--- config.mk ---
export PLATFORM = sky130hd
export DESIGN_NAME = fpu_lane_top
export DESIGN_NICKNAME = d
export VERILOG_FILES = /design/src/hdl/fpu_lane_pkg.sv /design/src/hdl/operand_forward.sv /design/src/hdl/op_decode.sv /design/src/hdl/fp_exec.sv /design/src/hdl/excpt_retire.sv /design/src/hdl/fpu_lane_top.sv
export VERILOG_INCLUDE_DIRS = /design/src /design/src/hdl
export SDC_FILE = /design/constraint.sdc
export NUM_CORES = 1
export LEC_CHECK = 0
export BUFFER_PORTS_ARGS = -buffer_cell sky130_fd_sc_hd__buf_2
export CAP_MARGIN = 15
export CORE_MARGIN = 4
export CORE_UTILIZATION = 44
export CTS_BUF_LIST = sky130_fd_sc_hd__clkbuf_8
export CTS_CLUSTER_SIZE = 12
export DETAILED_ROUTE_END_ITERATION = 8
export SETUP_SLACK_MARGIN = 0.4
export SLEW_MARGIN = 10
export SYNTH_ARGS = -nofsm -noshare
export SYNTH_HDL_FRONTEND = slang
export SYNTH_HIERARCHICAL = 1
export SYNTH_SLANG_ARGS = --single-unit
export TNS_END_PERCENT = 10
--- constraint.sdc ---
create_clock -name clk -period 7.3 [get_ports clk]
set_clock_uncertainty 0.15 [all_clocks]
set_input_delay 1.46 -clock clk [delete_from_list [all_inputs] [get_ports clk]]
set_output_delay 1.46 -clock clk [all_outputs]
set_load 0.005 [all_outputs]
--- src/hdl/fpu_lane_consts.svh ---
// Widths, opcodes, forwarding limits and status bit positions, included by the lane RTL.
`ifndef FPU_LANE_CONSTS_SVH
`define FPU_LANE_CONSTS_SVH

// data path
`define FU_DATA_W 68
`define FU_NBUS 4
`define FWD_W 4

// opcodes, low two bits of the logic op pick the function
`define OP_LOGIC 8'h30
`define OP_CMP_ORD 8'h40
`define OP_CMP_UNORD 8'h41

// exception enables in the control register
`define CSR_EN_LSB 11
`define EXC_W 5
`define EXC_INVALID 4

// compare flag positions
`define FLAG_LT 0
`define FLAG_EQ 1
`define FLAG_GT 2
`define FLAG_UN 3

// retire status bits above the raise field
`define RET_TRAP 5
`define RET_PERR 6

`endif

--- src/hdl/fpu_lane_pkg.sv ---
// Shared types of the floating-point lane, imported by its RTL and by the testbench.
`include "fpu_lane_consts.svh"

package fpu_lane_pkg;

  // plain data word without parity
  typedef logic [`FU_DATA_W-1:0] fu_word_t;

  // parity bit on top of the data word
  typedef logic [`FU_DATA_W:0] bus_word_t;

  typedef logic [`FWD_W-1:0] fwd_t;

  typedef logic [7:0] op_t;

  typedef logic [31:0] csr_t;

  typedef logic [`EXC_W-1:0] raise_t;

  // one-hot lt, eq, gt, unordered
  typedef logic [3:0] flags_t;

  // perr, trap, raised bits
  typedef logic [`EXC_W+1:0] ret_t;

  typedef enum logic [1:0] {
    OPC_NONE,
    OPC_LOGIC,
    OPC_CMP
  } op_class_e;

endpackage

--- src/hdl/operand_forward.sv ---
// Picks one operand from the result buses, their previous values or the register, and checks parity.
`timescale 1ns/10ps
`include "fpu_lane_consts.svh"

module operand_forward (
  input  logic                    clk,
  input  logic                    rst,
  input  fpu_lane_pkg::bus_word_t reg_op,
  input  fpu_lane_pkg::fwd_t      fwd,
  input  fpu_lane_pkg::fwd_t      fwd_prev,
  input  fpu_lane_pkg::bus_word_t bus0,
  input  fpu_lane_pkg::bus_word_t bus1,
  input  fpu_lane_pkg::bus_word_t bus2,
  input  fpu_lane_pkg::bus_word_t bus3,
  output fpu_lane_pkg::fu_word_t  operand,
  output logic                    par_err
);
  import fpu_lane_pkg::*;

  bus_word_t bus_now [`FU_NBUS];
  bus_word_t bus_hist [`FU_NBUS];
  bus_word_t sel_word;

  assign bus_now[0] = bus0;
  assign bus_now[1] = bus1;
  assign bus_now[2] = bus2;
  assign bus_now[3] = bus3;

  // bus values as of the previous edge
  always_ff @(posedge clk) begin
    if (rst) begin
      for (int i = 0; i < `FU_NBUS; i++) begin
        bus_hist[i] <= '0;
      end
    end else begin
      bus_hist <= bus_now;
    end
  end

  // current code wins, then previous code, else register
  always_comb begin
    if (fwd < `FWD_W'(`FU_NBUS)) begin
      sel_word = bus_now[fwd[1:0]];
    end else if (fwd_prev < `FWD_W'(`FU_NBUS)) begin
      sel_word = bus_hist[fwd_prev[1:0]];
    end else begin
      sel_word = reg_op;
    end
  end

  always_ff @(posedge clk) begin
    if (rst) begin
      operand <= '0;
      par_err <= 1'b0;
    end else begin
      operand <= sel_word[`FU_DATA_W-1:0];
      // a good word xors to zero over all 69 bits
      par_err <= ^sel_word;
    end
  end

endmodule

--- src/hdl/op_decode.sv ---
// Decodes the issued opcode into the registered stage-1 controls of the lane.
`timescale 1ns/10ps
`include "fpu_lane_consts.svh"

module op_decode (
  input  logic                    clk,
  input  logic                    rst,
  input  logic                    en,
  input  fpu_lane_pkg::op_t       op,
  output logic                    s1_valid,
  output logic                    ordered,
  output fpu_lane_pkg::op_class_e s1_class,
  output logic [1:0]              logic_sel
);
  import fpu_lane_pkg::*;

  op_class_e dec_class;
  logic      dec_ordered;

  always_comb begin
    dec_class = OPC_NONE;
    dec_ordered = 1'b0;
    if ({op[7:2], 2'b00} == `OP_LOGIC) begin
      dec_class = OPC_LOGIC;
    end else if (op == `OP_CMP_ORD) begin
      dec_class = OPC_CMP;
      dec_ordered = 1'b1;
    end else if (op == `OP_CMP_UNORD) begin
      dec_class = OPC_CMP;
    end
    // anything else stays a no-op but still retires
  end

  always_ff @(posedge clk) begin
    if (rst) begin
      s1_valid <= 1'b0;
      s1_class <= OPC_NONE;
      ordered <= 1'b0;
      logic_sel <= 2'b00;
    end else begin
      s1_valid <= en;
      if (en) begin
        s1_class <= dec_class;
        ordered <= dec_ordered;
        logic_sel <= op[1:0];
      end else begin
        s1_class <= OPC_NONE;
        ordered <= 1'b0;
        logic_sel <= 2'b00;
      end
    end
  end

endmodule

--- src/hdl/fp_exec.sv ---
// Stage-2 execution of the lane: bitwise logic, double compare and result bus writeback with parity.
`timescale 1ns/10ps
`include "fpu_lane_consts.svh"

module fp_exec (
  input  logic                    clk,
  input  logic                    rst,
  input  logic                    s1_valid,
  input  logic                    ordered,
  input  fpu_lane_pkg::op_class_e s1_class,
  input  logic [1:0]              logic_sel,
  input  fpu_lane_pkg::fu_word_t  opa,
  input  fpu_lane_pkg::fu_word_t  opb,
  input  logic                    err_a,
  input  logic                    err_b,
  output fpu_lane_pkg::bus_word_t res_bus,
  output logic                    res_valid,
  output logic                    flags_valid,
  output logic                    s2_valid,
  output logic                    s2_err,
  output fpu_lane_pkg::flags_t    flags,
  output fpu_lane_pkg::raise_t    raise
);
  import fpu_lane_pkg::*;

  fu_word_t    logic_res;
  logic [63:0] da;
  logic [63:0] db;
  logic        nan_a;
  logic        nan_b;
  logic        unord;
  logic        cmp_eq;
  logic        cmp_lt;
  flags_t      cmp_flags;
  logic        op_err;
  logic        do_logic;
  logic        do_cmp;

  always_comb begin
    case (logic_sel)
      2'd0: logic_res = opa & opb;
      2'd1: logic_res = opa | opb;
      2'd2: logic_res = opa ^ opb;
      default: logic_res = opa & ~opb;
    endcase
  end

  // double compare on the low 64 bits
  assign da = opa[63:0];
  assign db = opb[63:0];
  assign nan_a = (&da[62:52]) && (|da[51:0]);
  assign nan_b = (&db[62:52]) && (|db[51:0]);
  assign unord = nan_a | nan_b;

  // signed zeros are equal
  assign cmp_eq = (da == db) || (da[62:0] == 63'd0 && db[62:0] == 63'd0);

  always_comb begin
    if (da[63] != db[63]) begin
      cmp_lt = da[63];
    end else if (da[63]) begin
      // both negative, larger magnitude is smaller
      cmp_lt = da[62:0] > db[62:0];
    end else begin
      cmp_lt = da[62:0] < db[62:0];
    end
  end

  always_comb begin
    cmp_flags = '0;
    if (unord) begin
      cmp_flags[`FLAG_UN] = 1'b1;
    end else if (cmp_eq) begin
      cmp_flags[`FLAG_EQ] = 1'b1;
    end else if (cmp_lt) begin
      cmp_flags[`FLAG_LT] = 1'b1;
    end else begin
      cmp_flags[`FLAG_GT] = 1'b1;
    end
  end

  // a bad operand kills the result but not the retire
  assign op_err = err_a | err_b;
  assign do_logic = s1_valid && !op_err && s1_class == OPC_LOGIC;
  assign do_cmp = s1_valid && !op_err && s1_class == OPC_CMP;

  always_ff @(posedge clk) begin
    if (rst) begin
      res_bus <= '0;
      res_valid <= 1'b0;
      flags <= '0;
      flags_valid <= 1'b0;
      raise <= '0;
      s2_valid <= 1'b0;
      s2_err <= 1'b0;
    end else begin
      res_valid <= do_logic;
      flags_valid <= do_cmp;
      s2_valid <= s1_valid;
      s2_err <= s1_valid & op_err;
      if (do_logic) begin
        res_bus <= {^logic_res, logic_res};
      end
      if (do_cmp) begin
        flags <= cmp_flags;
      end
      raise <= '0;
      raise[`EXC_INVALID] <= do_cmp & ordered & unord;
    end
  end

endmodule

--- src/hdl/excpt_retire.sv ---
// Retire stage of the lane: masks raised exceptions with the enables and packs the status.
`timescale 1ns/10ps
`include "fpu_lane_consts.svh"

module excpt_retire (
  input  logic                 s2_valid,
  input  logic                 s2_err,
  input  fpu_lane_pkg::raise_t raise,
  input  fpu_lane_pkg::csr_t   fpcsr,
  output fpu_lane_pkg::ret_t   ret,
  output logic                 ret_en
);
  import fpu_lane_pkg::*;

  raise_t enables;
  raise_t trapped;
  logic   trap;

  // enable bit i guards raise bit i
  assign enables = fpcsr[`CSR_EN_LSB +: `EXC_W];
  assign trapped = raise & enables;
  assign trap = |trapped;

  always_comb begin
    ret = '0;
    ret[`EXC_W-1:0] = raise;
    ret[`RET_TRAP] = trap;
    ret[`RET_PERR] = s2_err;
  end

  // every issued op retires, known or not
  assign ret_en = s2_valid;

endmodule

--- src/hdl/fpu_lane_top.sv ---
// Top level of one floating-point lane: forwarding, decode, execute and retire stages.
`timescale 1ns/10ps

module fpu_lane_top (
  input  logic                    clk,
  input  logic                    rst,
  input  logic                    en,
  input  fpu_lane_pkg::op_t       op,
  input  fpu_lane_pkg::bus_word_t a,
  input  fpu_lane_pkg::bus_word_t b,
  input  fpu_lane_pkg::fwd_t      fwd_a,
  input  fpu_lane_pkg::fwd_t      fwd_b,
  input  fpu_lane_pkg::fwd_t      fwd_prev_a,
  input  fpu_lane_pkg::fwd_t      fwd_prev_b,
  input  fpu_lane_pkg::bus_word_t bus0,
  input  fpu_lane_pkg::bus_word_t bus1,
  input  fpu_lane_pkg::bus_word_t bus2,
  input  fpu_lane_pkg::bus_word_t bus3,
  input  fpu_lane_pkg::csr_t      fpcsr,
  output fpu_lane_pkg::bus_word_t res_bus,
  output logic                    res_valid,
  output fpu_lane_pkg::flags_t    flags,
  output logic                    flags_valid,
  output fpu_lane_pkg::ret_t      ret,
  output logic                    ret_en
);
  import fpu_lane_pkg::*;

  fu_word_t  opa;
  fu_word_t  opb;
  logic      err_a;
  logic      err_b;
  logic      s1_valid;
  logic      ordered;
  op_class_e s1_class;
  logic [1:0] logic_sel;
  logic      s2_valid;
  logic      s2_err;
  raise_t    raise;

  // stage 1
  operand_forward fwd_a0 (
    .clk(clk),
    .rst(rst),
    .reg_op(a),
    .fwd(fwd_a),
    .fwd_prev(fwd_prev_a),
    .bus0(bus0),
    .bus1(bus1),
    .bus2(bus2),
    .bus3(bus3),
    .operand(opa),
    .par_err(err_a)
  );

  operand_forward fwd_b0 (
    .clk(clk),
    .rst(rst),
    .reg_op(b),
    .fwd(fwd_b),
    .fwd_prev(fwd_prev_b),
    .bus0(bus0),
    .bus1(bus1),
    .bus2(bus2),
    .bus3(bus3),
    .operand(opb),
    .par_err(err_b)
  );

  op_decode dec0 (
    .clk(clk),
    .rst(rst),
    .en(en),
    .op(op),
    .s1_valid(s1_valid),
    .ordered(ordered),
    .s1_class(s1_class),
    .logic_sel(logic_sel)
  );

  // stage 2
  fp_exec exec0 (
    .clk(clk),
    .rst(rst),
    .s1_valid(s1_valid),
    .ordered(ordered),
    .s1_class(s1_class),
    .logic_sel(logic_sel),
    .opa(opa),
    .opb(opb),
    .err_a(err_a),
    .err_b(err_b),
    .res_bus(res_bus),
    .res_valid(res_valid),
    .flags_valid(flags_valid),
    .s2_valid(s2_valid),
    .s2_err(s2_err),
    .flags(flags),
    .raise(raise)
  );

  excpt_retire ret0 (
    .s2_valid(s2_valid),
    .s2_err(s2_err),
    .raise(raise),
    .fpcsr(fpcsr),
    .ret(ret),
    .ret_en(ret_en)
  );

endmodule

==> flow_summary.yaml <==
run_status:
  outcome: "complete, no violations"
synthesis:
  synth_edf_count: 0
  avgSynthCellArea_um2: 10.2
  synthesis.area_um2: 38600
  yosysUniqueCellTypes: 70
  ys_seq_elements: 774
  yosysSeqAreaShare: 0.401
  yosysTopAreaCellShare: 0.401
  synthFlopType: "dfxtp_1"
  ys_top_cells_by_area: "dfxtp_1 (40%), mux4_2 (13%), nor2b_1 (11%)"
  synth_top_area_cell: "dfxtp_1"
  ys_warn_count: 6
  syn_inst: 3785
  ys_async_sr_fraction: 0
routing:
  drc_errors: 0
  vias: 29458
  antenna_left: 0
  wl_per_cell_um: 24.3
  via_per_inst: 5.35
  firstDrtPassIters: 5
  drt_iter0_drc: 2366
  routed_wirelength_mm: 134
critical_path:
  crit_chain: "buf_4, nor3b_2, a22oi_1, a31oi_1, xnor2_1, xnor2_1, xnor3_1, xnor3_1, xnor3_1, nor2_1"
  cp_slowest_cell: "nor3b_2"
  r2r_end: "exec0/res_bus[68]$_SDFFE_PP0P_"
  crit_start: "fwd_prev_b[1]"
  cp_common_cell: "xnor3_1"
  crit_fanout: 46
  reg2reg_from: "dec0/logic_sel[0]$_SDFF_PP0_"
  critPathLaunchType: "input pin"
  critPathKind: "in -> reg"
  reg2reg_depth: 13
  max_stage_delay_ns: 0.97
  cp-end-kind: "flop"
  endpoint: "fwd_b0/par_err$_SDFF_PP0_"
  required_ns: 7.80
  r2r_slack_ns: 2.91
  cp.arrival_ns: 5.39
clock_tree:
  cts_inserted_buffers: 138
  path_clk_slew_ns: 0.06
  htreeDepth: 4
  clk_latency_ns: 0.83
  postCtsSetupBuffers: 0
  cts-hold-fix-buffers: 0
  clockRootBuffer: "clkbuf_8"
  cts.path.max_buffers: 3
  cts_resized: 0
  tritoncts: "yes"
  cts_sinks: 774
finish:
  drive_gt1_frac: 0.245
  num-nets-final: 4822
  final_core_util: 0.512
  syn_to_final_growth_pct: 15.3
  finalNonFillerCells: 5507
place:
  io_buffers: 524
  place_hpwl_mm: 95.9
  place_ws_ns: 1.68
  dp_cells: 5230
  routabilityCongestion: 0.883
sta:
  period_share: 0.669
  worst_slew_pin_slew_ns: 1.19
  setup_violations: 0
  drv_slew: 0
  setup_tns_ns: 0
  setup_slack_ns: 2.42
  rsz0062_at_grt: "no"
  slew_headroom: 0.207
  fmax_ghz: 0.205
  hold_viol: 0
  fin_crit_ns: 4.88
global_route:
  grt_usage: 0.279
  gr-total-overflow: 0
  antenna_found_initial: 65
  grt_max_degree: 220
  grt_pass1_vias: 28668
  grt_first_pass_wirelength_mm: 192
floorplan:
  dieArea_um2: 92500
  io_pins: 556
  chipWidth_um: 304
  rows: 108
  start_util: 0.444
  coreArea_um2: 86900
  die_y_um: 304
power:
  p_total_mw: 11.3
  p_per_area_nw_per_um2: 254
  power.leakage_nw: 18.0
  ir_drop_mv: 0.199
job:
  drv_cap: 0
worst_hold_path:
  hold_class: "reg -> reg"
placed cells by master (no fill, tap or decap), types with 6 or more instances in the layout:
master       n
mux4_2     216
a31oi_1    134
o21bai_1    11
mux2i_1     96
nand2b_1    58
a21oi_1     83
a31o_2      14
mux2_2      32
inv_1      198
a2bb2oi_1    8
nand3_1     16
xnor3_1     18
a22oi_1     15
ha_1       131
a211oi_1    47
o21ai_0     56
bufinv_16    6
clkbuf_8   170
xnor2_1    209
o221ai_1     8
buf_12      11
buf_4       32
nor2b_1    651
o2bb2ai_1   26
diode_2     41
clkinv_2     8
xor2_1      29
dfxtp_1    774
o22ai_1     32
nor3_1      34
nor2_1     258
nand2_1    259
nand4_1     10
buf_2      515
nor4_1      51
where the power goes:
group | switching, mW | total, mW | internal (mW)
clock network | 1.93 | 4.28 | 2.35
registers | 0.139 | 4.60 | 4.46
logic | 1.22 | 2.42 | 1.20
total | 3.29 | 11.3 | 8.02
cell families after synthesis:
| kind of cell | synth area share |
|---|---|
| AND/OR/NAND/NOR | 0.188 |
| flip-flops | 0.401 |
| AO/OA/AOI/OAI | 0.0802 |
| buffers and inverters | 0.0599 |
| multiplexers | 0.161 |
| XOR/XNOR | 0.0666 |
| adder cells (fa/ha/maj) | 0.0434 |
| other | 0.0000971 |
area by class of cell:
type	instances	area, um2
Antenna cell	41	103
Clock buffer	170	2340
Clock inverter	66	571
Fill cell	8049	42400
Inverter	164	618
Multi-Input combinational cell	2576	20900
Sequential cell	774	15500
Tap cell	1155	1450
Timing Repair Buffer	561	3080
how the worst min path moves through the flow:
| stage | from | cells past startpoint | endpoint |
|---|---|---|---|
| 2_1_floorplan | dec0/ordered$_SDFF_PP0_ | 2 | exec0/raise[4]$_SDFF_PP0_ |
| 3_5_place_dp | dec0/ordered$_SDFF_PP0_ | 2 | exec0/raise[4]$_SDFF_PP0_ |
| 4_1_cts | dec0/ordered$_SDFF_PP0_ | 2 | exec0/raise[4]$_SDFF_PP0_ |
| 6_report | dec0/ordered$_SDFF_PP0_ | 2 | exec0/raise[4]$_SDFF_PP0_ |
| 5_1_grt | dec0/ordered$_SDFF_PP0_ | 2 | exec0/raise[4]$_SDFF_PP0_ |
| 3_3_place_gp | dec0/ordered$_SDFF_PP0_ | 2 | exec0/raise[4]$_SDFF_PP0_ |
synth_stat cells (5+ instances only):
master and instances:
dfxtp_1 774, nor2b_1 651, nor2_1 260, nand2_1 259
mux4_2 216, xnor2_1 209, inv_1 162, a31oi_1 134
ha_1 134, clkbuf_1 119, mux2i_1 96, a21oi_1 83
buf_2 63, nand2b_1 58, o21ai_0 56, nor4_1 51
a211oi_1 47, buf_4 39, nor3_1 34, mux2_2 32
o22ai_1 32, xor2_1 29, buf_6 28, o2bb2ai_1 26
xnor3_1 18, nand3_1 16, a22oi_1 15, a31o_2 14
buf_12 11, o21bai_1 11, nand4_1 10, a2bb2oi_1 8
buf_1 8, o221ai_1 8, o21ai_1 5
metal layers:
layer | track usage | wire (um)
met3 | 0.0744 | 11200
met4 | 0.102 | 4300
met5 | 0 | 317
met1 | 0.377 | 58100
met2 | 0.432 | 59800
flip-flops by register name (all words and copies together), names as in the netlist, 2 cells and up:
| name | cells |
|---|---|
| dec0/logic_sel | 2 |
| dec0/s1_class | 2 |
| exec0/flags | 4 |
| exec0/res_bus | 69 |
| fwd_a0/bus_hist | 276 |
| fwd_a0/operand | 68 |
| fwd_b0/bus_hist | 276 |
| fwd_b0/operand | 68 |
worst max-delay path, delay by kind of cell:
family / cells / cell delay (ns)
AND/OR/NAND/NOR: 2 / 1.01
buffers and inverters: 1 / 0.74
XOR/XNOR: 5 / 1.47
AO/OA/AOI/OAI: 2 / 0.69
through the flow:
step | hold slack [ns] | instance area (um2)
global route | 0.318 | 44500
CTS | 0.296 | 44400
finish | 0.285 | 44500
detailed placement | 0.295 | 41500
global placement | 0.296 | 41500
floorplan | 0.245 | 38600
Power figures use the tool's default switching activity.
